### src/rtl/bus_pkg.sv
package bus_pkg;

  ////////////////////////////////////////////////////////////
  // Bus geometry
  ////////////////////////////////////////////////////////////

  localparam int ADDR_W     = 32;
  localparam int DATA_W     = 64;
  localparam int WORD_BYTES = 8;

  ////////////////////////////////////////////////////////////
  // Memory map
  ////////////////////////////////////////////////////////////

  localparam logic [ADDR_W-1:0] MEM_BASE  = 32'h8000_0000;
  localparam int                MEM_WORDS = 1024;

  // Returned by the error responder on unmapped addresses
  localparam logic [DATA_W-1:0] ERR_VAL = 64'h0000_0000_BADC_AB1E;

  // Single-beat request, one per valid/ready transfer
  typedef struct packed {
    logic              we;
    logic [ADDR_W-1:0] addr;
    logic [DATA_W-1:0] wdata;
  } bus_req_t;

  typedef struct packed {
    logic [DATA_W-1:0] rdata;
    logic              err;
  } bus_rsp_t;

endpackage

### src/rtl/burst_loader.sv
`timescale 1ns/1ps

module burst_loader (
  input  logic                       clk_sys,
  input  logic                       rst_n_i,
  input  logic                       cmd_valid_i,
  input  logic [bus_pkg::ADDR_W-1:0] cmd_addr_i,
  input  logic [15:0]                cmd_len_i,
  output logic                       cmd_ready_o,
  input  logic                       word_valid_i,
  input  logic [bus_pkg::DATA_W-1:0] word_i,
  output logic                       word_ready_o,
  output logic                       done_o,
  output logic                       done_err_o,
  output logic                       bus_valid_o,
  output bus_pkg::bus_req_t          bus_req_o,
  input  logic                       bus_ready_i,
  input  logic                       bus_rsp_valid_i,
  input  bus_pkg::bus_rsp_t          bus_rsp_i
);

  typedef enum logic [1:0] {
    IDLE,
    SEND,
    WAIT
  } state_e;

  state_e                     state_q;
  logic [bus_pkg::ADDR_W-1:0] addr_q;
  logic [15:0]                cnt_q;
  logic                       err_q;
  logic                       done_q;
  logic                       done_err_q;

  logic cmd_fire;
  logic word_fire;

  assign cmd_ready_o = (state_q == IDLE);
  assign cmd_fire    = cmd_valid_i && cmd_ready_o;

  // A word is taken in the same cycle the bus takes its write
  assign word_ready_o = (state_q == SEND) && bus_ready_i;
  assign word_fire    = word_valid_i && word_ready_o;

  assign bus_valid_o = (state_q == SEND) && word_valid_i;
  assign bus_req_o   = '{we: 1'b1, addr: addr_q, wdata: word_i};

  always_ff @(posedge clk_sys or negedge rst_n_i) begin
    if (!rst_n_i) begin
      state_q    <= IDLE;
      err_q      <= 1'b0;
      done_q     <= 1'b0;
      done_err_q <= 1'b0;
    end else begin
      done_q <= 1'b0;
      case (state_q)
        IDLE: begin
          if (cmd_fire) begin
            err_q <= 1'b0;
            // Empty burst finishes at once
            if (cmd_len_i == 16'd0) begin
              done_q     <= 1'b1;
              done_err_q <= 1'b0;
            end else begin
              state_q <= SEND;
            end
          end
        end
        SEND: begin
          if (word_fire) begin
            state_q <= WAIT;
          end
        end
        WAIT: begin
          if (bus_rsp_valid_i) begin
            err_q <= err_q | bus_rsp_i.err;
            if (cnt_q == 16'd0) begin
              state_q    <= IDLE;
              done_q     <= 1'b1;
              done_err_q <= err_q | bus_rsp_i.err;
            end else begin
              state_q <= SEND;
            end
          end
        end
        default: state_q <= IDLE;
      endcase
    end
  end

  // Address and remaining-word count
  always_ff @(posedge clk_sys) begin
    if (cmd_fire) begin
      addr_q <= cmd_addr_i;
      cnt_q  <= cmd_len_i;
    end else if (word_fire) begin
      addr_q <= addr_q + bus_pkg::WORD_BYTES;
      cnt_q  <= cnt_q - 16'd1;
    end
  end

  assign done_o     = done_q;
  assign done_err_o = done_err_q;

endmodule

### config.mk
export PLATFORM = sky130hd
export DESIGN_NAME = burst_loader
export DESIGN_NICKNAME = d
export VERILOG_FILES = /design/src/rtl/bus_pkg.sv /design/src/rtl/burst_loader.sv
export SDC_FILE = /design/constraint.sdc
export NUM_CORES = 1
export LEC_CHECK = 0
export BUFFER_PORTS_ARGS = -buffer_cell sky130_fd_sc_hd__buf_2
export CELL_PAD_IN_SITES_DETAIL_PLACEMENT = 0
export CELL_PAD_IN_SITES_GLOBAL_PLACEMENT = 1
export CORE_ASPECT_RATIO = 0.5
export CORE_MARGIN = 8
export CORE_UTILIZATION = 29
export DETAILED_ROUTE_END_ITERATION = 8
export PLACE_DENSITY_LB_ADDON = 0.1
export SLEW_MARGIN = 40
export SYNTH_ARGS = -nofsm -noshare
export SYNTH_HDL_FRONTEND = slang
export SYNTH_SLANG_ARGS = --single-unit
### constraint.sdc
create_clock -name clk_sys -period 7.7 [get_ports clk_sys]
set_clock_uncertainty 0.15 [all_clocks]
set_input_delay 1.54 -clock clk_sys [delete_from_list [all_inputs] [get_ports clk_sys]]
set_output_delay 1.54 -clock clk_sys [all_outputs]
set_load 0.1 [all_outputs]
==> out/qor.yml <==
logic_synthesis:
  yosys_warnings: 0
  ys_ff_latch: 53
  ys_async_sr_fraction_pct: 9.43
  syn-cell-area_um2: 3610
  netlist_instances: 382
  ys.flop_type: "edfxtp_1"
  synth_nets: 568
  avgSynthCellArea_um2: 9.45
  ys_seq_area_share_pct: 43.4
  synth_edf_count: 48
  synth_cell_types: 46
detailed_routing:
  drt_wl_total_um: 10700
  post_drt_wl_per_cell_um: 18.7
  vias: 2827
  drt_iter0_drc: 141
  firstDrtPassIters: 4
  drcViolationCount: 0
  ant_nets: 0
  vias_per_cell: 4.96
pwr:
  seqPwrFrac_pct: 34.9
  irDropWorstVdd_mv: 0.188
  swShare_pct: 54.5
  p_leak_nw: 1.44
  power_switching_w: 0.000930
  internal_power_w: 0.000776
  clkPwrFrac_pct: 13.9
  p_total_w: 0.00171
  power_density_nw_per_um2: 435
  pwr-share-comb_pct: 51.2
place:
  place.gp.congestion: 0.767
  place_inst: 562
  dp_hpwl_um: 8030
  portBuffers: 91
clock_tree:
  clkSinkCount: 53
  htree_levels: 2
  clk_pin_slew_ns: 0.07
  root_buffer: "clkbuf_16"
  post_cts_buffers: 0
  insertion_delay_ns: 0.30
  cts_tree: "yes"
  clockBufferDepth: 2
  cts-resized-gates: 0
  holdBufCountCts: 0
  cts_buffers: 5
final_layout:
  stdcell_count: 570
  antenna_cells: 0
  drive_above_1_share_pct: 26.9
  syn_to_final_growth_pct: 8.60
  nets: 590
setup_path:
  r2r-end: "addr_q[17]"
  cpMostUsedCell: "buf_2"
  worst_path_max_delay_cell: "buf_2"
  path_cells: "buf_2 > inv_1 > nor2_1 > buf_2"
  reg2reg_from: "addr_q[3]"
  r2r_cells: 5
  cp.depth: 4
  critical_path_class: "in -> out"
  arrival_ns: 2.20
  cpPeakStageDelay_ns: 0.43
  crit_family: "buffers and inverters"
  required_ns: 6.01
  startpoint_type: "input port"
  cp_max_fo: 3
  worst_setup_path_end_kind: "primary output"
  cp.buffers_inverters: 3
  reg2reg_slack_ns: 5.35
sta:
  fin_setup_tns_ns: 0
  clock.fmax_mhz: 257
  finalHoldViolations: 0
  hold_ws_ns: 0.352
  rsz0062_at_grt: "no"
  finalMaxSlewViolations: 0
  maxSlewHeadroom_pct: 57.4
  period_needed_ns: 3.89
  worst_slew_pin_slew_ns: 0.639
  finalSetupViolCount: 0
  finalCritPeriodShare_pct: 50.6
floorplanning:
  start_util_pct: 30.1
  row_count: 28
  die_x_um: 174
  ios: 285
  dieArea_um2: 16500
  die_h_um: 94.9
  coreArea_um2: 12000
global_route:
  grt_overflow_total: 0
  grt_usage_pct: 12.3
  first_global_vias: 2944
  antenna_found_initial: 0
  grt_start_max_net_pins: 57
  grt_pass1_wl_um: 16500
min_path:
  holdPathEnd: "err_q"
  worstHoldStart: "err_q"
  hold_path_class: "reg -> reg"
  hold_depth: 1
run_status:
  outcome: "finished clean"
flow_run:
  max_cap_viol_count: 0
-- power groups by stage --
stage | clock network [W] | registers (W) | logic (W)
floorplan | 0 | 0.000987 | 0.000465
global placement | 0 | 0.000593 | 0.000874
detailed placement | 0 | 0.000600 | 0.000884
CTS | 0.000248 | 0.000594 | 0.000886
global route | 0.000254 | 0.000615 | 0.000934
finish | 0.000237 | 0.000596 | 0.000873
-- worst reg2reg max path: stages (launching register included) --
cell      delay [ns]
edfxtp_1        0.43
ha_1            0.21
and3_1          0.53
nand4_1         0.32
or3_1           0.39
a31oi_1         0.17
-- sequential cells by signal, indices dropped and copies added, names as in the netlist --
name,flops
state_q,2
addr_q,32
cnt_q,16
err_q,1
done_o,1
done_err_o,1
-- cell type report --
| type | count | area, µm² |
|---|---|---|
| fillers | 1308 | 8060 |
| flip-flops and latches | 53 | 1570 |
| multi-input cells | 243 | 1490 |
| repair buffers | 93 | 470 |
| well taps | 165 | 206 |
| clock buffers | 7 | 143 |
| inverters | 8 | 32.5 |
| clock inverters | 1 | 7.51 |
-- worst max path at each step --
stage / from / endpoint / slack, ns
floorplan: bus_ready_i / word_ready_o / 3.17
global placement: word_valid_i / bus_valid_o / 3.83
detailed placement: bus_ready_i / word_ready_o / 3.80
CTS: bus_ready_i / word_ready_o / 3.80
global route: bus_ready_i / word_ready_o / 3.78
finish: bus_ready_i / word_ready_o / 3.81
-- synthesized netlist by cell type, types with 6 or more instances --
| library cell | number | share of area [%] |
|---|---|---|
| a31oi_1 | 13 | 2.3 |
| buf_4 | 65 | 14 |
| clkbuf_1 | 10 | 1.0 |
| edfxtp_1 | 48 | 40 |
| inv_1 | 7 | 0.73 |
| nand2_1 | 43 | 4.5 |
| nand3_1 | 11 | 1.5 |
| nand4_1 | 15 | 2.6 |
| nor2_1 | 29 | 3.0 |
| nor4_1 | 9 | 1.6 |
| o21ai_0 | 29 | 4.0 |
| or4_1 | 8 | 1.7 |
| xnor2_1 | 6 | 1.5 |
| xor2_1 | 19 | 4.6 |
-- routing by layer --
layer / up-vias / share of wire, % / GRT usage, %
li1: 1377 / - / -
met1: 1322 / 43 / 14.4
met2: 85 / 47 / 20.8
met3: 43 / 7.8 / 4.30
met4: 0 / 2.6 / 4.81
met5: - / 0 / 0
-- through the flow --
stage / worst slack, ns / utilization [%] / instance area (µm²)
2_1_floorplan: 3.17 / - / 3610
5_1_grt: 3.78 / 32.7 / 3920
6_report: 3.81 / 32.7 / 3920
3_5_place_dp: 3.80 / 31.4 / 3760
4_1_cts: 3.80 / 32.7 / 3910
3_3_place_gp: 3.83 / 31.3 / 3750
-- layout by cell type (no fill, tap or decap), drive strengths merged, types with 7 or more instances in the layout --
| cell | netlist | final |
|---|---|---|
| xor2 | 19 | 19 |
| nor2 | 29 | 29 |
| or4 | 8 | 8 |
| nor4 | 9 | 9 |
| edfxtp | 48 | 48 |
| clkbuf | 10 | 7 |
| inv | 8 | 8 |
| buf | 68 | 93 |
| o21ai | 29 | 29 |
| nand4 | 16 | 16 |
| nand2 | 43 | 43 |
| nand3 | 12 | 12 |
| a31oi | 13 | 13 |
-- cells by family (layout without fill, tap and decap cells) --
kind of cell | count (synthesis) | count (layout) | share of synthesized area, %
fa+ha+maj | 3 | 3 | 1.04
flops | 53 | 53 | 43.4
mux | 1 | 1 | 0.277
other cells | 1 | 1 | 0.104
xor+xnor | 25 | 25 | 6.07
buf+inv | 86 | 109 | 16.2
simple gates | 149 | 149 | 22.3
compound gates | 64 | 64 | 10.6
No activity file was read; power rests on OpenSTA's default activity.
