<file path="src/rtl/bus_pkg.sv">
package bus_pkg;

  ////////////////////////////////////////////////////////////
  // Bus geometry
  ////////////////////////////////////////////////////////////

  localparam int ADDR_W     = 32;
  localparam int DATA_W     = 64;
  localparam int WORD_BYTES = 8;

  ////////////////////////////////////////////////////////////
  // Memory map
  ////////////////////////////////////////////////////////////

  localparam logic [ADDR_W-1:0] MEM_BASE  = 32'h8000_0000;
  localparam int                MEM_WORDS = 1024;

  // Returned by the error responder on unmapped addresses
  localparam logic [DATA_W-1:0] ERR_VAL = 64'h0000_0000_BADC_AB1E;

  // Single-beat request, one per valid/ready transfer
  typedef struct packed {
    logic              we;
    logic [ADDR_W-1:0] addr;
    logic [DATA_W-1:0] wdata;
  } bus_req_t;

  typedef struct packed {
    logic [DATA_W-1:0] rdata;
    logic              err;
  } bus_rsp_t;

endpackage

</file>
<file path="src/rtl/dbg_pkg.sv">
package dbg_pkg;

  typedef enum logic {
    DMI_READ  = 1'b0,
    DMI_WRITE = 1'b1
  } dmi_op_e;

  // System bus register offsets in the debug module space
  typedef enum logic [6:0] {
    SBCS       = 7'h38,
    SBADDRESS0 = 7'h39,
    SBDATA0    = 7'h3C,
    SBDATA1    = 7'h3D
  } dbg_reg_e;

  // Low five bits of SBCS, sberror at bit 4
  typedef struct packed {
    logic sberror;
    logic sbbusy;
    logic sbreadonaddr;
    logic sbautoincrement;
    logic sbreadondata;
  } sbcs_t;

  // Address kept as plain bits so unknown offsets can be carried
  typedef struct packed {
    dmi_op_e     op;
    logic [6:0]  addr;
    logic [31:0] data;
  } dmi_req_t;

  typedef struct packed {
    logic [31:0] data;
    logic        err;
  } dmi_rsp_t;

endpackage

</file>
<file path="src/rtl/dbg_sba.sv">
`timescale 1ns/1ps

module dbg_sba (
  input  logic              clk_sys,
  input  logic              rst_n_i,
  input  logic              dmi_valid_i,
  input  dbg_pkg::dmi_req_t dmi_req_i,
  output logic              dmi_ready_o,
  output logic              dmi_rsp_valid_o,
  output dbg_pkg::dmi_rsp_t dmi_rsp_o,
  output logic              bus_valid_o,
  output bus_pkg::bus_req_t bus_req_o,
  input  logic              bus_ready_i,
  input  logic              bus_rsp_valid_i,
  input  bus_pkg::bus_rsp_t bus_rsp_i
);

  typedef enum logic [1:0] {
    IDLE,
    REQ,
    WAIT
  } state_e;

  state_e                     state_q;
  dbg_pkg::sbcs_t             sbcs_q;
  logic [bus_pkg::ADDR_W-1:0] sbaddr_q;
  logic [31:0]                sbdata0_q;
  logic [31:0]                sbdata1_q;
  logic                       bus_we_q;
  logic                       rsp_valid_q;
  dbg_pkg::dmi_rsp_t          rsp_q;

  logic           dmi_fire;
  logic           is_write;
  logic           launch_rd;
  logic           launch_wr;
  logic           known;
  logic [31:0]    rdata;
  dbg_pkg::sbcs_t sbcs_w;

  assign dmi_ready_o = !sbcs_q.sbbusy;
  assign dmi_fire    = dmi_valid_i && dmi_ready_o;
  assign is_write    = (dmi_req_i.op == dbg_pkg::DMI_WRITE);
  assign sbcs_w      = dmi_req_i.data[4:0];

  ////////////////////////////////////////////////////////////
  // Register read decode
  ////////////////////////////////////////////////////////////

  always_comb begin
    rdata = '0;
    known = 1'b1;
    case (dmi_req_i.addr)
      dbg_pkg::SBCS:       rdata = {27'd0, sbcs_q};
      dbg_pkg::SBADDRESS0: rdata = sbaddr_q;
      dbg_pkg::SBDATA0:    rdata = sbdata0_q;
      dbg_pkg::SBDATA1:    rdata = sbdata1_q;
      default:             known = 1'b0;
    endcase
  end

  // Bus access triggers
  assign launch_wr = dmi_fire && is_write && (dmi_req_i.addr == dbg_pkg::SBDATA0);
  assign launch_rd = dmi_fire &&
                     ((is_write && (dmi_req_i.addr == dbg_pkg::SBADDRESS0) &&
                       sbcs_q.sbreadonaddr) ||
                      (!is_write && (dmi_req_i.addr == dbg_pkg::SBDATA0) &&
                       sbcs_q.sbreadondata));

  ////////////////////////////////////////////////////////////
  // Registers and bus master FSM
  ////////////////////////////////////////////////////////////

  always_ff @(posedge clk_sys or negedge rst_n_i) begin
    if (!rst_n_i) begin
      state_q     <= IDLE;
      sbcs_q      <= '0;
      sbaddr_q    <= '0;
      sbdata0_q   <= '0;
      sbdata1_q   <= '0;
      rsp_valid_q <= 1'b0;
    end else begin
      rsp_valid_q <= dmi_fire;
      if (dmi_fire && is_write) begin
        case (dmi_req_i.addr)
          dbg_pkg::SBCS: begin
            sbcs_q.sbreadonaddr    <= sbcs_w.sbreadonaddr;
            sbcs_q.sbautoincrement <= sbcs_w.sbautoincrement;
            sbcs_q.sbreadondata    <= sbcs_w.sbreadondata;
            // sberror is write-one-to-clear
            if (sbcs_w.sberror) begin
              sbcs_q.sberror <= 1'b0;
            end
          end
          dbg_pkg::SBADDRESS0: sbaddr_q <= dmi_req_i.data;
          dbg_pkg::SBDATA0:    sbdata0_q <= dmi_req_i.data;
          dbg_pkg::SBDATA1:    sbdata1_q <= dmi_req_i.data;
          default: ;
        endcase
      end
      case (state_q)
        IDLE: begin
          if (launch_rd || launch_wr) begin
            state_q       <= REQ;
            sbcs_q.sbbusy <= 1'b1;
          end
        end
        REQ: begin
          if (bus_ready_i) begin
            state_q <= WAIT;
          end
        end
        WAIT: begin
          if (bus_rsp_valid_i) begin
            state_q       <= IDLE;
            sbcs_q.sbbusy <= 1'b0;
            if (bus_rsp_i.err) begin
              sbcs_q.sberror <= 1'b1;
            end
            // Error reads still land ERR_VAL in the data registers
            if (!bus_we_q) begin
              {sbdata1_q, sbdata0_q} <= bus_rsp_i.rdata;
            end
            if (sbcs_q.sbautoincrement) begin
              sbaddr_q <= sbaddr_q + bus_pkg::WORD_BYTES;
            end
          end
        end
        default: state_q <= IDLE;
      endcase
    end
  end

  // Every DMI command is answered, writes with zero data
  always_ff @(posedge clk_sys) begin
    if (dmi_fire) begin
      rsp_q.data <= is_write ? 32'd0 : rdata;
      rsp_q.err  <= !known;
    end
    if (launch_rd || launch_wr) begin
      bus_we_q <= launch_wr;
    end
  end

  assign dmi_rsp_valid_o = rsp_valid_q;
  assign dmi_rsp_o       = rsp_q;

  // Registers are frozen while busy, so the request holds steady
  assign bus_valid_o = (state_q == REQ);
  assign bus_req_o   = '{we: bus_we_q, addr: sbaddr_q, wdata: {sbdata1_q, sbdata0_q}};

endmodule

</file>
<file path="config.mk">
export PLATFORM = sky130hd
export DESIGN_NAME = dbg_sba
export DESIGN_NICKNAME = d
export VERILOG_FILES = /design/src/rtl/bus_pkg.sv /design/src/rtl/dbg_pkg.sv /design/src/rtl/dbg_sba.sv
export SDC_FILE = /design/constraint.sdc
export NUM_CORES = 1
export LEC_CHECK = 0
export BUFFER_PORTS_ARGS = -buffer_cell sky130_fd_sc_hd__buf_4
export CAP_MARGIN = 30
export CORE_ASPECT_RATIO = 0.9
export CORE_MARGIN = 2
export CORE_UTILIZATION = 51
export DETAILED_ROUTE_END_ITERATION = 6
export PLACE_DENSITY = 0.87
export SYNTH_ARGS = -nofsm -noshare
export SYNTH_HDL_FRONTEND = slang
export SYNTH_SLANG_ARGS = --single-unit
</file>
<file path="constraint.sdc">
create_clock -name clk_sys -period 3.25 [get_ports clk_sys]
set_clock_uncertainty 0.05 [all_clocks]
set_input_delay 0.325 -clock clk_sys [delete_from_list [all_inputs] [get_ports clk_sys]]
set_output_delay 0.325 -clock clk_sys [all_outputs]
set_load 0.01 [all_outputs]
</file>
==> out/metrics.yaml, run 1 <==
drt:
  via_count: 6474
  wire_per_inst_um: 19.7
  drt-initial-drc-count: 460
  dr.pass1.iters: 5
  finalWirelength_mm: 21.8
  ant_nets: 0
  vias_per_cell: 5.85
  drc: 0
yosys:
  netlist_top_cells_area: "dfrtp_1, edfxtp_1, mux2i_1"
  yosysTopAreaCellShare_pct: 36.5
  synth_area_per_cell_um2: 10.3
  netlist_instances: 695
  synth_nets: 806
  ys.flop_type: "dfrtp_1"
  seq_area_frac_synth_pct: 50.8
  synthSimpleGateAreaFrac_pct: 17.0
  syn_area_um2: 7130
  ys_async_sr_fraction_pct: 75.4
  synth_edf_count: 34
  synth_xor_area_share_pct: 0.123
  synthAdderAreaFrac_pct: 0.176
  synth_cell_types: 58
  synthMuxAreaShare_pct: 14.7
  yosys_warnings: 0
  synth_top_area_cell: "dfrtp_1"
  synth_compound_area_share_pct: 13.8
  synth_top_family_by_area: "simple AND/OR/NAND/NOR gates"
  synth_seq_cells: 138
timing:
  max_freq_mhz: 420
  finalMaxSlewViolations: 0
  fin_crit_ns: 2.38
  rsz0062_at_grt: "false"
  final-setup-viol-count: 0
  tns_ns: 0
  worst_slew_pin_slew_ns: 0.911
  post-route-period-util_pct: 73.2
  hold_viol_final: 0
  slew_headroom_pct: 39.3
die:
  die_h_um: 116
  boundaryPins: 243
  coreArea_um2: 13500
  dieArea_um2: 14900
  start_util_pct: 52.8
  num_rows: 40
  die_w_um: 129
status:
  status: "completed"
global_route:
  antenna_found_initial: 0
  grt-ovfl-total: 0
  grtUsageTotal_pct: 29.9
  grt_pass1_wl_mm: 34.2
  grt_pass1_vias: 6406
  grt_max_degree: 73
place:
  placement.cell_area_um2: 9100
  dp.cells: 1073
  gp_congestion: 0.899
  port_buffers: 242
  hpwl_mm: 15.6
clock_network:
  cts.htree.levels: 4
  cts_tree: "done"
  cts_sinks: 138
  cts_max_path_buffers: 2
  post_cts_buffers: 0
  cts_hold_buf: 1
  cts_resized: 0
  clk_latency_ns: 0.42
  cts_buffers: 17
  clkTransAtPathRegs_ns: 0.06
  cts_root_buf: "clkbuf_16"
power_and_ir_drop:
  power_density_nw_per_um2: 448
  ir_worst_vdd_mv: 0.356
  p_leak_nw: 4.45
  power.total_mw: 4.32
worst_setup_path:
  critPathLaunchType: "flip-flop"
  critPathArrivalTime_ns: 2.60
  cp.required_ns: 3.48
  crit_fanout: 18
  critical_path_class: "reg -> reg"
  endpoint_kind: "flip-flop"
finish:
  design_area_um2: 9650
  post-route-util_pct: 71.4
  layout-drive-gt1-share_pct: 34.5
  antennaDiodeCount: 0
  nFillCells: 1014
  fin_nets: 1036
  finalNonFillerCells: 1106
  syn_to_final_growth_pct: 35.3
run:
  max-cap-violations: 0
min_path:
  hold_class: "in -> reg"
cell usage in the layout, fill, tap and decap left out, types with 9 or more instances in the layout:
| master | netlist | routed |
|---|---|---|
| mux2_2 | 25 | 25 |
| a211oi_1 | 10 | 10 |
| nand3_1 | 19 | 18 |
| clkbuf_16 | 0 | 17 |
| dfrtp_1 | 104 | 104 |
| a22oi_1 | 27 | 27 |
| mux2i_1 | 65 | 65 |
| nor3_1 | 9 | 9 |
| a21oi_1 | 14 | 14 |
| o21ai_0 | 72 | 72 |
| edfxtp_1 | 34 | 34 |
| clkbuf_1 | 27 | 9 |
| buf_4 | 3 | 254 |
| nor2_1 | 55 | 54 |
| nand2_1 | 105 | 105 |
| nor2b_1 | 11 | 9 |
worst paths after layout:
kind / from / end / slack (ns) / cells after the start
max: sbcs_q[3] / sbdata1_q[22] / 0.87 / 6
min: bus_rsp_i[26] / sbdata0_q[25] / 0.05 / 3
max reg2reg: sbcs_q[3] / sbdata1_q[22] / 0.87 / 6
min reg2reg: sbaddr_q[1] / sbaddr_q[1] / 0.48 / 2
max in group asynchronous: rst_n_i / sbdata0_q[28] / 1.90 / 3
min in group asynchronous: rst_n_i / sbdata1_q[8] / 0.52 / 2
per-layer routing:
layer	up-vias	track usage, %	part of all wire (%)
met5	-	0	0
met4	0	9.64	1.2
met3	26	8.20	8.4
met2	317	49.1	49
met1	3118	39.1	41
li1	3013	-	-
final cells by class:
type,instances,area [µm²],area share [%]
Clock inverter,3,40.0,0.415
Clock buffer,29,500,5.19
Inverter,8,30.0,0.311
Tap cell,168,210,2.18
Timing Repair Buffer,257,1960,20.3
Sequential cell,138,3620,37.6
Multi-Input combinational cell,503,3290,34.1
synth_stat cells, drive strengths merged (8+ instances only):
library cell	number
nand2	105
dfrtp	104
o21ai	80
mux2i	65
nor2	55
edfxtp	34
a22oi	27
clkbuf	27
mux2	25
buf	19
nand3	19
a21oi	14
nor2b	11
a211oi	10
nor3	9
inv	8
nand4	8
through the flow:
| step | setup WS [ns] | hold WS [ns] |
|---|---|---|
| 2_1_floorplan | 0.539 | -0.0206 |
| 3_3_place_gp | 0.765 | 0.447 |
| 3_5_place_dp | 0.704 | 0.452 |
| 4_1_cts | 0.879 | 0.0413 |
| 5_1_grt | 0.765 | 0.0473 |
| 6_report | 0.872 | 0.0487 |
sequential cells by signal (all words and copies together) (netlist names):
register         cells
sbaddr_q            32
sbcs_q               5
dmi_rsp_valid_o      1
state_q              2
dmi_rsp_o           33
bus_we_q             1
sbdata0_q           32
sbdata1_q           32
worst max-delay path, stage by stage (launching register included):
cell and delay [ns]:
dfrtp_1 0.45, nand4b_1 0.25, nor2_1 0.21, and4_2 0.67, buf_12 0.27, mux2i_1 0.23, o21ai_1 0.10
power by group:
part           internal (mW)  switching [mW]  total, mW
combinational          0.281           0.257      0.538
sequential              1.87           0.104       1.97
clock                   1.11           0.696       1.81
total                   3.26            1.06       4.32
kinds of logic after synthesis:
group / after synthesis
simple gates: 245
buf+inv: 54
fa+ha+maj: 1
mux: 95
compound gates: 161
xor+xnor: 1
flops: 138
Power figures use the tool's default switching activity.
==> run 2: changes to the inputs <==
- clock period: 3.25 -> 2.3 ns (I/O delays scaled with it)
==> out/metrics.yaml, run 2 (synthesized netlist as in run 1, its figures left out) <==
worst_setup_path:
  reg2regPathDepth: 6
  crit_fanout: 14
  critical_path.top_delay_family: "simple AND/OR/NAND/NOR gates"
  critPathMaxStageDelay_ns: 0.46
  cp_num_buf_inv: 1
  rr_startpoint: "sbcs_q[3]"
  endpoint_kind: "flip-flop"
  cp.required_ns: 2.55
  critical_path_class: "reg -> reg"
  cp-endpoint: "sbdata1_q[1]"
  crit_chain: "nand4b_1 -> nor2_1 -> and4_2 -> buf_4 -> mux2i_1 -> o21ai_0"
  ff2ff_setup_slack_ns: 0.20
  critPathLaunchType: "flip-flop"
  path_depth: 6
  r2r-end: "sbdata1_q[1]"
  slowest_stage: "dfrtp_1"
  cp-startpoint: "sbcs_q[3]"
  critPathArrivalTime_ns: 2.35
place:
  hpwl_mm: 16.2
  gp_congestion: 0.931
  dp.cells: 1097
  port_buffers: 242
  placement.cell_area_um2: 9300
  pre_cts_slack_ns: 0.195
finish:
  syn_to_final_growth_pct: 47.6
  fin_nets: 1126
  design_area_um2: 10500
  layout-drive-gt1-share_pct: 34.3
  post-route-util_pct: 77.9
  largest_reg_flops: 33
  final_common_cell: "buf_4"
  antennaDiodeCount: 0
  nFillCells: 859
  final_cell_mix: "buf_4, nand2_1, dfrtp_1"
  finalNonFillerCells: 1196
clock_network:
  cts_resized: 0
  post_cts_buffers: 0
  cts.htree.levels: 4
  cts_root_buf: "clkbuf_16"
  cts_sinks: 138
  cts_hold_buf: 67
  clkTransAtPathRegs_ns: 0.06
  clk_latency_ns: 0.42
  cts_tree: "done"
  cts_buffers: 17
  cts_max_path_buffers: 2
die:
  die_w_um: 129
  dieArea_um2: 14900
  coreArea_um2: 13500
  die_h_um: 116
  start_util_pct: 52.8
  boundaryPins: 243
  num_rows: 40
drt:
  finalWirelength_mm: 24.6
  via_count: 7170
  ant_nets: 0
  wire_per_inst_um: 20.6
  drc: 0
  vias_per_cell: 5.99
  drt-initial-drc-count: 593
  dr.pass1.iters: 5
power_and_ir_drop:
  ir_worst_vdd_mv: 0.512
  power.total_mw: 6.26
  p_leak_nw: 4.86
  p_sw_share_pct: 25.1
  pwr-share-comb_pct: 14.5
  power_density_nw_per_um2: 595
  net-switching-power_mw: 1.57
  pwr-share-seq_pct: 44.4
  power.share.clock_pct: 41.1
  p_int_mw: 4.69
global_route:
  grt_pass1_vias: 7160
  grt_max_degree: 62
  grtUsageTotal_pct: 33.0
  grt_pass1_wl_mm: 37.8
  antenna_found_initial: 0
  grt-ovfl-total: 0
run:
  max-cap-violations: 0
timing:
  tns_ns: 0
  post-route-period-util_pct: 91.3
  slew_headroom_pct: 55.9
  final-setup-viol-count: 0
  rsz0062_at_grt: "false"
  worst_hold_slack_ns: 0.00471
  worst_slew_pin_slew_ns: 0.661
  max_freq_mhz: 476
  hold_viol_final: 0
  finalMaxSlewViolations: 0
  setup_ws_ns: 0.200
  fin_crit_ns: 2.10
min_path:
  min-delay-start: "dmi_req_i[21]"
  hold_class: "in -> reg"
status:
  status: "completed"
==> run 2: worst min-delay path by stage <==
| stage | slack [ns] | cells past startpoint | endpoint |
|---|---|---|---|
| 2_1_floorplan | -0.12 | 0 | dmi_rsp_valid_o |
| 3_3_place_gp | 0.20 | 1 | sbcs_q[2] |
| 3_5_place_dp | 0.20 | 1 | sbcs_q[2] |
| 4_1_cts | 0.003 | 3 | sbaddr_q[21] |
| 5_1_grt | 0.01 | 2 | sbaddr_q[11] |
| 6_report | 0.005 | 3 | sbaddr_q[21] |
==> run 2: routing by layer <==
| layer | vias to the layer above | routed length [µm] | global-route usage (%) | share of wire, % |
|---|---|---|---|---|
| met5 | - | 0 | 0 | 0 |
| met4 | 0 | 807 | 14.3 | 3.3 |
| met3 | 75 | 2010 | 7.42 | 8.2 |
| met2 | 435 | 12300 | 57.2 | 50 |
| met1 | 3467 | 9520 | 40.2 | 39 |
| li1 | 3193 | - | - | - |
==> run 2: tightest hold or removal path, stage by stage <==
cell and delay, ns:
buf_4 0.10, nand2_1 0.04, o211ai_1 0.07
==> run 2: layout make-up <==
type                    count  area (µm²)  share of cell area (%)
clock inverters             9        71.3                   0.678
inverters                   8        30.0                   0.285
well taps                 168         210                    2.00
multi-input cells         503        3290                    31.2
repair buffers            347        2820                    26.8
flip-flops and latches    138        3620                    34.4
clock buffers              23         478                    4.54
==> run 2: power groups by stage <==
stage	Clock (mW)	Combinational, mW	Sequential, mW
4_1_cts	2.58	0.896	2.77
6_report	2.57	0.908	2.78
3_3_place_gp	0	0.781	2.81
3_5_place_dp	0	0.799	2.81
5_1_grt	2.70	0.972	2.79
2_1_floorplan	0	0.235	2.84
