## src/rtl/bus_pkg.sv

```systemverilog
package bus_pkg;

  ////////////////////////////////////////////////////////////
  // Bus geometry
  ////////////////////////////////////////////////////////////

  localparam int ADDR_W     = 32;
  localparam int DATA_W     = 64;
  localparam int WORD_BYTES = 8;

  ////////////////////////////////////////////////////////////
  // Memory map
  ////////////////////////////////////////////////////////////

  localparam logic [ADDR_W-1:0] MEM_BASE  = 32'h8000_0000;
  localparam int                MEM_WORDS = 1024;

  // Returned by the error responder on unmapped addresses
  localparam logic [DATA_W-1:0] ERR_VAL = 64'h0000_0000_BADC_AB1E;

  // Single-beat request, one per valid/ready transfer
  typedef struct packed {
    logic              we;
    logic [ADDR_W-1:0] addr;
    logic [DATA_W-1:0] wdata;
  } bus_req_t;

  typedef struct packed {
    logic [DATA_W-1:0] rdata;
    logic              err;
  } bus_rsp_t;

endpackage

```

## src/rtl/bus_arbiter.sv

```systemverilog
`timescale 1ns/1ps

module bus_arbiter (
  input  logic              clk_sys,
  input  logic              rst_n_i,
  input  logic              m0_valid_i,
  input  bus_pkg::bus_req_t m0_req_i,
  output logic              m0_ready_o,
  output logic              m0_rsp_valid_o,
  output bus_pkg::bus_rsp_t m0_rsp_o,
  input  logic              m1_valid_i,
  input  bus_pkg::bus_req_t m1_req_i,
  output logic              m1_ready_o,
  output logic              m1_rsp_valid_o,
  output bus_pkg::bus_rsp_t m1_rsp_o,
  output logic              mem_valid_o,
  output bus_pkg::bus_req_t mem_req_o,
  input  logic              mem_rsp_valid_i,
  input  bus_pkg::bus_rsp_t mem_rsp_i
);

  // Set when m1 wins a tie
  logic       prio_q;
  // Master whose request is in the memory this cycle
  logic       owner_q;
  logic [1:0] gnt;

  assign gnt[0] = m0_valid_i && (!m1_valid_i || !prio_q);
  assign gnt[1] = m1_valid_i && (!m0_valid_i || prio_q);

  // Memory never stalls, so a grant is the ready
  assign m0_ready_o  = gnt[0];
  assign m1_ready_o  = gnt[1];
  assign mem_valid_o = |gnt;
  assign mem_req_o   = gnt[1] ? m1_req_i : m0_req_i;

  always_ff @(posedge clk_sys or negedge rst_n_i) begin
    if (!rst_n_i) begin
      prio_q  <= 1'b0;
      owner_q <= 1'b0;
    end else if (mem_valid_o) begin
      prio_q  <= gnt[0];
      owner_q <= gnt[1];
    end
  end

  // Response comes back one cycle after the grant
  assign m0_rsp_valid_o = mem_rsp_valid_i && !owner_q;
  assign m1_rsp_valid_o = mem_rsp_valid_i && owner_q;
  assign m0_rsp_o       = mem_rsp_i;
  assign m1_rsp_o       = mem_rsp_i;

endmodule

```

## config.mk

```make
export PLATFORM = sky130hd
export DESIGN_NAME = bus_arbiter
export DESIGN_NICKNAME = d
export VERILOG_FILES = /design/src/rtl/bus_pkg.sv /design/src/rtl/bus_arbiter.sv
export SDC_FILE = /design/constraint.sdc
export NUM_CORES = 1
export LEC_CHECK = 0
export BUFFER_PORTS_ARGS = -buffer_cell sky130_fd_sc_hd__buf_2
export CAP_MARGIN = 40
export CELL_PAD_IN_SITES_DETAIL_PLACEMENT = 0
export CELL_PAD_IN_SITES_GLOBAL_PLACEMENT = 1
export CORE_AREA = 2 2 195 197
export CTS_CLUSTER_SIZE = 10
export DETAILED_ROUTE_END_ITERATION = 8
export DIE_AREA = 0 0 197 199
export GPL_TIMING_DRIVEN = 0
export PLACE_DENSITY = 0.43
export SLEW_MARGIN = 20
export SYNTH_ARGS = -nofsm -noshare
export SYNTH_HDL_FRONTEND = slang
export SYNTH_SLANG_ARGS = --single-unit
```

## constraint.sdc

```tcl
create_clock -name clk_sys -period 2.62 [get_ports clk_sys]
set_clock_uncertainty 0.2 [all_clocks]
set_input_delay 0.393 -clock clk_sys [delete_from_list [all_inputs] [get_ports clk_sys]]
set_output_delay 0.393 -clock clk_sys [all_outputs]
set_load 0.005 [all_outputs]
```

==> metrics.txt, run 1 <==
outcome finished, final reports clean; share of cells above drive strength 1 95.6%; GRT Total Usage 6.61%; design area 5090 um^2; Layout Nets 950; Required @ worst endpoint 2.03 ns; Critical Setup Path Class reg -> out; r2r setup slk 1.44 ns; Pwr per Cell Area 222 nW/um^2; synthesized flop and latch total 2; initial antenna violation count 3; port buffer count 430; synthesis warning total 0; Pre-Repair DR Iteration Count 4; Post-route DRC 0; top cell type's share of synthesized area 43.5%; Worst Hold Launch m1_valid_i; RSZ-0062 raised after global routing false; antenna viol nets, final 0; register area share after synthesis 2.23%; first-pass GRT wire length 19000 um; Max rail drop VDD 0.000203 V; clock buffer depth 2; critical path arrival 1.88 ns; reg-to-reg endpoint owner_q; Fin Setup TNS 0 ns; Area Overhead vs Synth 127%; max-cap violations 0; Final Max Tran Viols 0; Die X 197 um; Primary FF master, synth dfrtp_1; hold path cells 2; total congestion overflow 0; row count 71; peak fanout along the critical path 10; Layout Utilization 13.7%; Avg Cell Area, Syn 8.97 um^2; fmax 404 MHz; Post-Syn Area 2240 um^2; aggregate routed wire length 14900 um; Root Driver clkbuf_16; Syn Inst Count 250; top post-synthesis cells by area buf_4 44%, mux2_2 39%, mux2_1 9.5%, dfrtp_1 2.2%, buf_2 1.6%; worst r2r path cells 2; via count 3255; Synth cell types 14; die height 199 um; Synth Net Count 514; number of DRC markers in iteration 0 44; worst min path class in -> reg; Synth top cells by count 130 x buf_4, 78 x mux2_2, 19 x mux2_1, 7 x buf_2; GPL Wtd Cong 0.743; reg2reg start prio_q; worst setup path start prio_q; filler cell count 4334; clock sinks 2; largest net degree at the start of global routing 11; relative max-transition margin 75.5%; hpwl dp 14100 um; die area 39200 um^2; cell taking the most area after synthesis buf_4; clock buffers created by TritonCTS 3; Placed Area 4990 um^2; endpoint type of the worst setup path output port; Final Power 1.13 mW; wire per inst 12.9 um; Initial Util 6.04%; Clock H-tree levels 1; vias in the first global route 3157; Synth async-reset ratio 100%; Post-synth EDFFs 0; core area 37100 um^2; CTS tree yes; final setup fails 0; WHS Endpoint prio_q; final period utilization 94.6%; I/O Pins 496; LEAKAGE 2.84 nW; vias per cell 2.81; Final Hold Vio Count 0; most frequent cell after synthesis buf_4; Worst-Margin Slew 0.367 ns; worst-skew pair later-pin latency 0.22 ns; Tmin final 2.48 ns; clock transition at the registers of the reported paths 0.03 ns; startpoint type of the worst setup path register
sequential cells by signal, summed over array words and instances (netlist names):
name     count
owner_q      1
prio_q       1
metrics by stage:
step / cells / hold slack, ns / setup WS [ns]
5_1_grt: 1160 / 0.275 / 0.0264
2_1_floorplan: 250 / -0.103 / 0.741
3_3_place_gp: 1154 / -0.0179 / 0.00138
3_5_place_dp: 1154 / -0.0172 / -0.0303
4_1_cts: 1158 / 0.248 / 0.0324
6_report: 1160 / 0.246 / 0.142
worst max-delay path, cell delays in order, from the launching register on:
cell and delay [ns]:
dfrtp_1 0.42, o21ai_4 0.31, buf_6 0.24, buf_6 0.18
mux2_1 0.36, buf_2 0.15
how the worst max path moves through the flow:
stage               slack [ns]  cells past startpoint            end
floorplan                 0.74                      5  mem_req_o[77]
global placement         0.001                      6  mem_req_o[60]
detailed placement       -0.03                      6  mem_req_o[60]
CTS                       0.03                      4  mem_req_o[60]
global route              0.03                      4  mem_req_o[60]
finish                    0.14                      5  mem_req_o[94]
cells in the final DEF (no fill, tap or decap):
cell type / instances
buf_2: 437
buf_4: 130
mux2_2: 78
mux2_1: 19
buf_6: 3
nor2_1: 3
clkbuf_16: 3
diode_2: 2
a21oi_1: 2
dfrtp_1: 2
inv_2: 1
o21ai_4: 1
nor2b_1: 1
and2_1: 1
or2_2: 1
inv_1: 1
dlygate4sd3_1: 1
logic make-up (layout without fill, tap and decap cells):
family                 count (synthesis)  in the layout  synth area share [%]
buffers and inverters                142            576                  46.9
muxes                                 97             97                  48.7
and+or+nand+nor                        6              6                  1.34
AOI/OAI and AO/OA                      3              3                 0.837
DFF                                    2              2                  2.23
other                                  0              2                     0
cell type report:
| type | count | area [um^2] | share of cell area (%) |
|---|---|---|---|
| diodes | 2 | 5.00 | 0.0984 |
| clock buffers | 3 | 75.1 | 1.48 |
| well taps | 474 | 593 | 11.7 |
| multi-input cells | 106 | 1150 | 22.6 |
| repair buffers | 431 | 2160 | 42.5 |
| plain buffers | 140 | 1040 | 20.5 |
| flip-flops and latches | 2 | 50.0 | 0.984 |
| inverters | 2 | 7.51 | 0.148 |
metal layers:
metal	wire, um	vias up	global-route usage (%)	share of wire (%)
li1	-	1580	-	-
met2	8370	248	13.6	56
met3	1130	4	0.916	7.6
met1	5350	1423	7.22	36
met4	92	0	0.891	0.62
met5	0	-	0	0
what timing repair did:
item,4_1_cts,5_1_grt
resized for setup,1,0
buffers inserted,0,0
endpoints found under the hold margin,2,0
endpoints found under the setup margin,37,0
hold buffers,1,0
where the power goes:
part / switching [mW] / leakage [nW] / total, mW / internal, mW
Combinational: 0.326 / 2.78 / 0.861 / 0.535
Sequential: 0.00545 / 0.0231 / 0.0407 / 0.0353
Clock: 0.0326 / 0.0370 / 0.227 / 0.194
Total: 0.364 / 2.84 / 1.13 / 0.764
(Power assumes the default switching activity.)
==> run 2, diff against run 1 <==
--- a/config.mk
+++ b/config.mk
@@ -14,6 +14,7 @@
 export DETAILED_ROUTE_END_ITERATION = 8
 export DIE_AREA = 0 0 197 199
 export GPL_TIMING_DRIVEN = 0
+export MAX_ROUTING_LAYER = met4
 export PLACE_DENSITY = 0.43
 export SLEW_MARGIN = 20
 export SYNTH_ARGS = -nofsm -noshare
==> run 2 against run 1 <==
Compared with the run above:
- maximum frequency barely moved
- non-clock buffer count did not move
- sequential share of layout area stayed put
- cell count did not move
- die area unchanged
- clock-buffer cell count is the same
- wire length about the same
- register-to-register slack hardly changed
- power about the same
- critical path depth unchanged
- clock power is essentially flat
==> metrics.txt, run 2 (synthesized netlist as in run 1, its figures left out) <==
Clock H-tree levels 1 (unchanged); Final Power 1.13 mW (about the same); I/O Pins 496 (unchanged); total congestion overflow 0 (unchanged); Final Max Tran Viols 0 (unchanged); Layout Utilization 13.7% (unchanged); Die X 197 um (unchanged); final period utilization 94.6% (about the same); Pwr per Cell Area 222 nW/um^2 (about the same); startpoint type of the worst setup path register; Required @ worst endpoint 2.03 ns (about the same); setup bufs post-CTS 0 (unchanged); GPL Wtd Cong 0.752 (+1.3%); Area Overhead vs Synth 127% (unchanged); initial antenna violation count 3 (unchanged); outcome finished, final reports clean; vias in the first global route 3157 (unchanged); most common cell after layout, fill and taps aside buf_2; filler cell count 4334 (unchanged); Fin Setup TNS 0 ns (unchanged); wire per inst 12.9 um (about the same); GRT Total Usage 6.80% (+0.19 points); hpwl dp 14100 um (unchanged); Layout Nets 950 (unchanged); fmax 404 MHz (about the same); CTS tree yes; Initial Util 6.04% (unchanged); Placed Area 4990 um^2 (unchanged); peak fanout along the critical path 10 (unchanged); critical path arrival 1.88 ns (about the same); most frequent cells in the layout 437 x buf_2, 130 x buf_4, 78 x mux2_2; r2r setup slk 1.44 ns (about the same); biggest regs owner_q (1), prio_q (1); worst r2r path cells 2 (unchanged); Pre-Repair DR Iteration Count 4 (unchanged); share of cells above drive strength 1 95.6% (unchanged); vias per cell 2.81 (unchanged); Final Hold Vio Count 0 (unchanged); final setup fails 0 (unchanged); relative max-transition margin 75.5% (unchanged); Post-route DRC 0 (unchanged); Worst-Margin Slew 0.367 ns (unchanged); design area 5090 um^2 (unchanged); largest net degree at the start of global routing 11 (unchanged); clock transition at the registers of the reported paths 0.03 ns (about the same); endpoint type of the worst setup path output port; Critical Setup Path Class reg -> out; worst min path class in -> reg; number of DRC markers in iteration 0 48 (+9.1%); clock sinks 2 (unchanged); via count 3255 (unchanged); Tmin final 2.48 ns (-0.0000730 ns); final hold slack 0.246 ns (-0.0000120 ns); clock buffer depth 2 (unchanged); die area 39200 um^2 (unchanged); die height 199 um (unchanged); first-pass GRT wire length 19000 um (about the same); hold path cells 2 (unchanged); aggregate routed wire length 15000 um (about the same); RSZ-0062 raised after global routing false; LEAKAGE 2.84 nW (unchanged); antenna viol nets, final 0 (unchanged); core area 37100 um^2 (unchanged); row count 71 (unchanged); worst-skew pair later-pin latency 0.22 ns (about the same); Max rail drop VDD 0.000203 V (about the same); port buffer count 430 (unchanged); Root Driver clkbuf_16; clock buffers created by TritonCTS 3 (unchanged); max-cap violations 0 (unchanged)
==> run 2: cell counts in the layout (fill, tap and decap cells not counted) <==
No cell type changed its count.
==> run 2: power by group <==
part | internal [mW] | leakage (nW) | total (mW) | switching, mW
combinational | 0.535 | 2.78 | 0.861 | 0.326
clock | 0.194 | 0.0370 | 0.227 | 0.0326
sequential | 0.0353 | 0.0231 | 0.0407 | 0.00545
==> run 2: cell type report <==
type	instances	area, um^2	share of cell area [%]
Antenna cell	2	5.00	0.0984
Clock buffer	3	75.1	1.48
Timing Repair Buffer	431	2160	42.5
Multi-Input combinational cell	106	1150	22.6
Inverter	2	7.51	0.148
Tap cell	474	593	11.7
Sequential cell	2	50.0	0.984
Buffer	140	1040	20.5
==> run 2: final timing paths <==
path | from | to
setup / recovery | prio_q | mem_req_o[94]
hold / removal | m1_valid_i | prio_q
setup reg to reg | prio_q | owner_q
hold reg to reg | prio_q | prio_q
max in group asynchronous | rst_n_i | prio_q
min in group asynchronous | rst_n_i | owner_q
==> run 2: through the flow <==
step | instances | worst slack (ns)
after floorplan | 250 | 0.741
after global placement | 1154 | 0.00138
after detailed placement | 1154 | -0.0303
after CTS | 1158 | 0.0324
after global routing | 1160 | 0.0264
final | 1160 | 0.142
==> run 2: timing repair <==
item	4_1_cts	5_1_grt
endpoints found under the hold margin	2	0
setup endpoints to repair	37	0
gates resized for setup	1	0
hold buffers	1	0
==> run 2: metal layers <==
metal | vias up | GRT usage (%) | wire length, um
li1 | 1580 | - | -
met5 | - | - | 0
met4 | 0 | 0.891 | 91
met3 | 4 | 0.576 | 990
met2 | 248 | 13.6 | 8380
met1 | 1423 | 7.42 | 5500
==> run 2: critical path, cell delays in order (launching register included) <==
cell and delay (ns):
dfrtp_1 0.42, o21ai_4 0.31, buf_6 0.24, buf_6 0.18, mux2_1 0.36, buf_2 0.15
==> run 3, diff against run 2 <==
--- a/config.mk
+++ b/config.mk
@@ -15,7 +15,7 @@
 export DIE_AREA = 0 0 197 199
 export GPL_TIMING_DRIVEN = 0
 export MAX_ROUTING_LAYER = met4
-export PLACE_DENSITY = 0.43
+export PLACE_DENSITY = 0.46
 export SLEW_MARGIN = 20
 export SYNTH_ARGS = -nofsm -noshare
 export SYNTH_HDL_FRONTEND = slang
==> run 3 against run 2 <==
Compared with the run above:
- critical path depth is the same
- clock-buffer cell count is the same
- die area is the same
- worst hold slack gained 0.0011 ns
- global-route usage shrank 0.39 points
- clock power is essentially flat
- core utilization grew 0.061 points
- cell count is the same
- combinational power grew 2%
- sequential share of layout area is essentially flat
- critical endpoint is now mem_req_o[93]
- largest cell class unchanged
==> metrics.txt, run 3 (synthesized netlist as in run 1, its figures left out) <==
outcome finished, final reports clean; design area 5110 um^2 (+0.44%); I/O Pins 496 (unchanged); share of cells above drive strength 1 95.6% (about the same); Layout Nets 952 (+0.21%); Die X 197 um (unchanged); Required @ worst endpoint 2.03 ns (about the same); Non-Filler Instances 1160 (unchanged); Post-route DRC 0 (unchanged); RSZ-0062 raised after global routing false; Pre-Repair DR Iteration Count 3 (-1); core area 37100 um^2 (unchanged); largest net degree at the start of global routing 11 (unchanged); Initial Util 6.04% (unchanged); GPL Wtd Cong 0.783 (+4.1%); crit path max-delay cell type dfrtp_1; worst r2r path cells 2 (unchanged); die height 199 um (unchanged); Final Max Tran Viols 0 (unchanged); Area Overhead vs Synth 128%; Worst-Margin Slew 0.274 ns (-0.0929 ns); Clock H-tree levels 1 (unchanged); crit path to mem_req_o[93]; Switch Pwr 373 uW (+2.3%); Logic pwr share 76.4% (about the same); port buffer count 430 (unchanged); Placed Area 4990 um^2 (unchanged); startpoint type of the worst setup path register; Critical Setup Path Class reg -> out; row count 71 (unchanged); filler cell count 4333 (-0.023%); aggregate routed wire length 14300 um (-4.6%); die area 39200 um^2 (unchanged); P_int 771 uW (+0.96%); most common cell after layout, fill and taps aside buf_2; biggest regs owner_q (1), prio_q (1); CTS tree yes; GRT Total Usage 6.41% (-0.39 points); r2r setup slk 1.51 ns (+0.07 ns); worst-path cell chain o21ai_4 > buf_6 > buf_6 > mux2_1 > buf_2; Clk pwr share 20.1% (about the same); worst-skew pair later-pin latency 0.22 ns (about the same); Sw Ratio 32.6% (+0.30 points); clock buffer depth 2 (unchanged); Ant. Diodes 0 (-2); wire per inst 12.3 um (-4.6%); final setup fails 0 (unchanged); max-cap violations 0 (unchanged); clock sinks 2 (unchanged); vias per cell 2.77 (-1.2%); worst setup path start prio_q; peak fanout along the critical path 10 (unchanged); via count 3215 (-1.2%); hpwl dp 13400 um (-5.2%); worst min path class in -> reg; Tmin final 2.45 ns (-0.0292 ns); Final Hold Vio Count 0 (unchanged); Most Frequent Cell on Critical Path buf_6; Pwr per Cell Area 224 nW/um^2 (+0.95%); number of DRC markers in iteration 0 33 (-31%); clock buffers created by TritonCTS 3 (unchanged); Root Driver clkbuf_16; Reg power frac 3.5% (about the same); reg-to-reg endpoint owner_q; antenna viol nets, final 0 (unchanged); critical path arrival 1.86 ns (-0.02 ns); relative max-transition margin 81.7% (+6.2 points); vias in the first global route 2972 (-5.9%); CP peak stage delay 0.42 ns (about the same); final period utilization 93.5% (-1.1 points); clock transition at the registers of the reported paths 0.03 ns (about the same); endpoint type of the worst setup path output port; first-pass GRT wire length 18100 um (-5.0%); LEAKAGE 2.86 nW (+0.50%); total congestion overflow 0 (unchanged); dpl cells 1154 (unchanged); initial antenna violation count 0 (-3); fmax 408 MHz (+1.2%); Max rail drop VDD 0.000218 V (+7.7%); reg2reg start prio_q; most frequent cells in the layout 437 x buf_2, 131 x buf_4, 78 x mux2_2
## run 3: cell type report
class / instances / area (um^2) / share of cell area (%)
buffer: 140 / 1040 / 20.5
multi-input combinational: 106 / 1150 / 22.5
timing repair buffer: 433 / 2190 / 42.9
clock buffer: 3 / 75.1 / 1.47
inverter: 2 / 7.51 / 0.147
sequential: 2 / 50.0 / 0.980
tap: 474 / 593 / 11.6
## run 3: timing repair
item,CTS,global route
gates cloned,0,0
buffers inserted,0,2
hold buffers,1,0
endpoints found under the hold margin,2,0
setup endpoints to repair,7,1
resized for setup,1,0
pin swaps,0,1
## run 3: layer usage
metal  up-vias  global-route usage, %  wire [um]
met5         -                      -          0
li1       1581                      -          -
met2       231                   12.2       7680
met1      1403                   7.39       5440
met3         0                  0.949       1150
met4         0                  0.362          0
## run 3: power groups by stage
stage          sequential [mW]  combinational, mW  clock, mW
2_1_floorplan           0.0387              0.410          0
3_3_place_gp            0.0396              0.886          0
3_5_place_dp            0.0398              0.883          0
4_1_cts                 0.0403              0.891      0.233
5_1_grt                 0.0413              0.953      0.235
6_report                0.0405              0.874      0.230
## run 3: worst min-delay path by stage
stage                from       to  slack (ns)  depth (start not counted)
6_report       m1_valid_i   prio_q        0.25                          2
5_1_grt        m1_valid_i   prio_q        0.26                          2
4_1_cts        m1_valid_i   prio_q        0.24                          2
3_5_place_dp      rst_n_i  owner_q       -0.02                          1
3_3_place_gp      rst_n_i  owner_q       -0.02                          1
2_1_floorplan     rst_n_i  owner_q       -0.10                          0
## run 3: critical path, delay by kind of cell (launching register included)
family	cells	cell delay [ns]
flip-flops	1	0.42
multiplexers	1	0.40
buffers and inverters	3	0.57
AO/OA/AOI/OAI	1	0.23
## run 3: through the flow
stage          power [mW]  hold WS, ns  util [%]  TNS (ns)  setup slack, ns
6_report             1.14        0.248      13.8         0            0.171
5_1_grt              1.23        0.256      13.8         0           0.0800
4_1_cts              1.16        0.244      13.7         0          0.00110
3_5_place_dp        0.923      -0.0160      13.4   -0.0329          -0.0329
3_3_place_gp        0.926      -0.0181      13.4   -0.0218          -0.0218
2_1_floorplan       0.449       -0.103         -         0            0.741
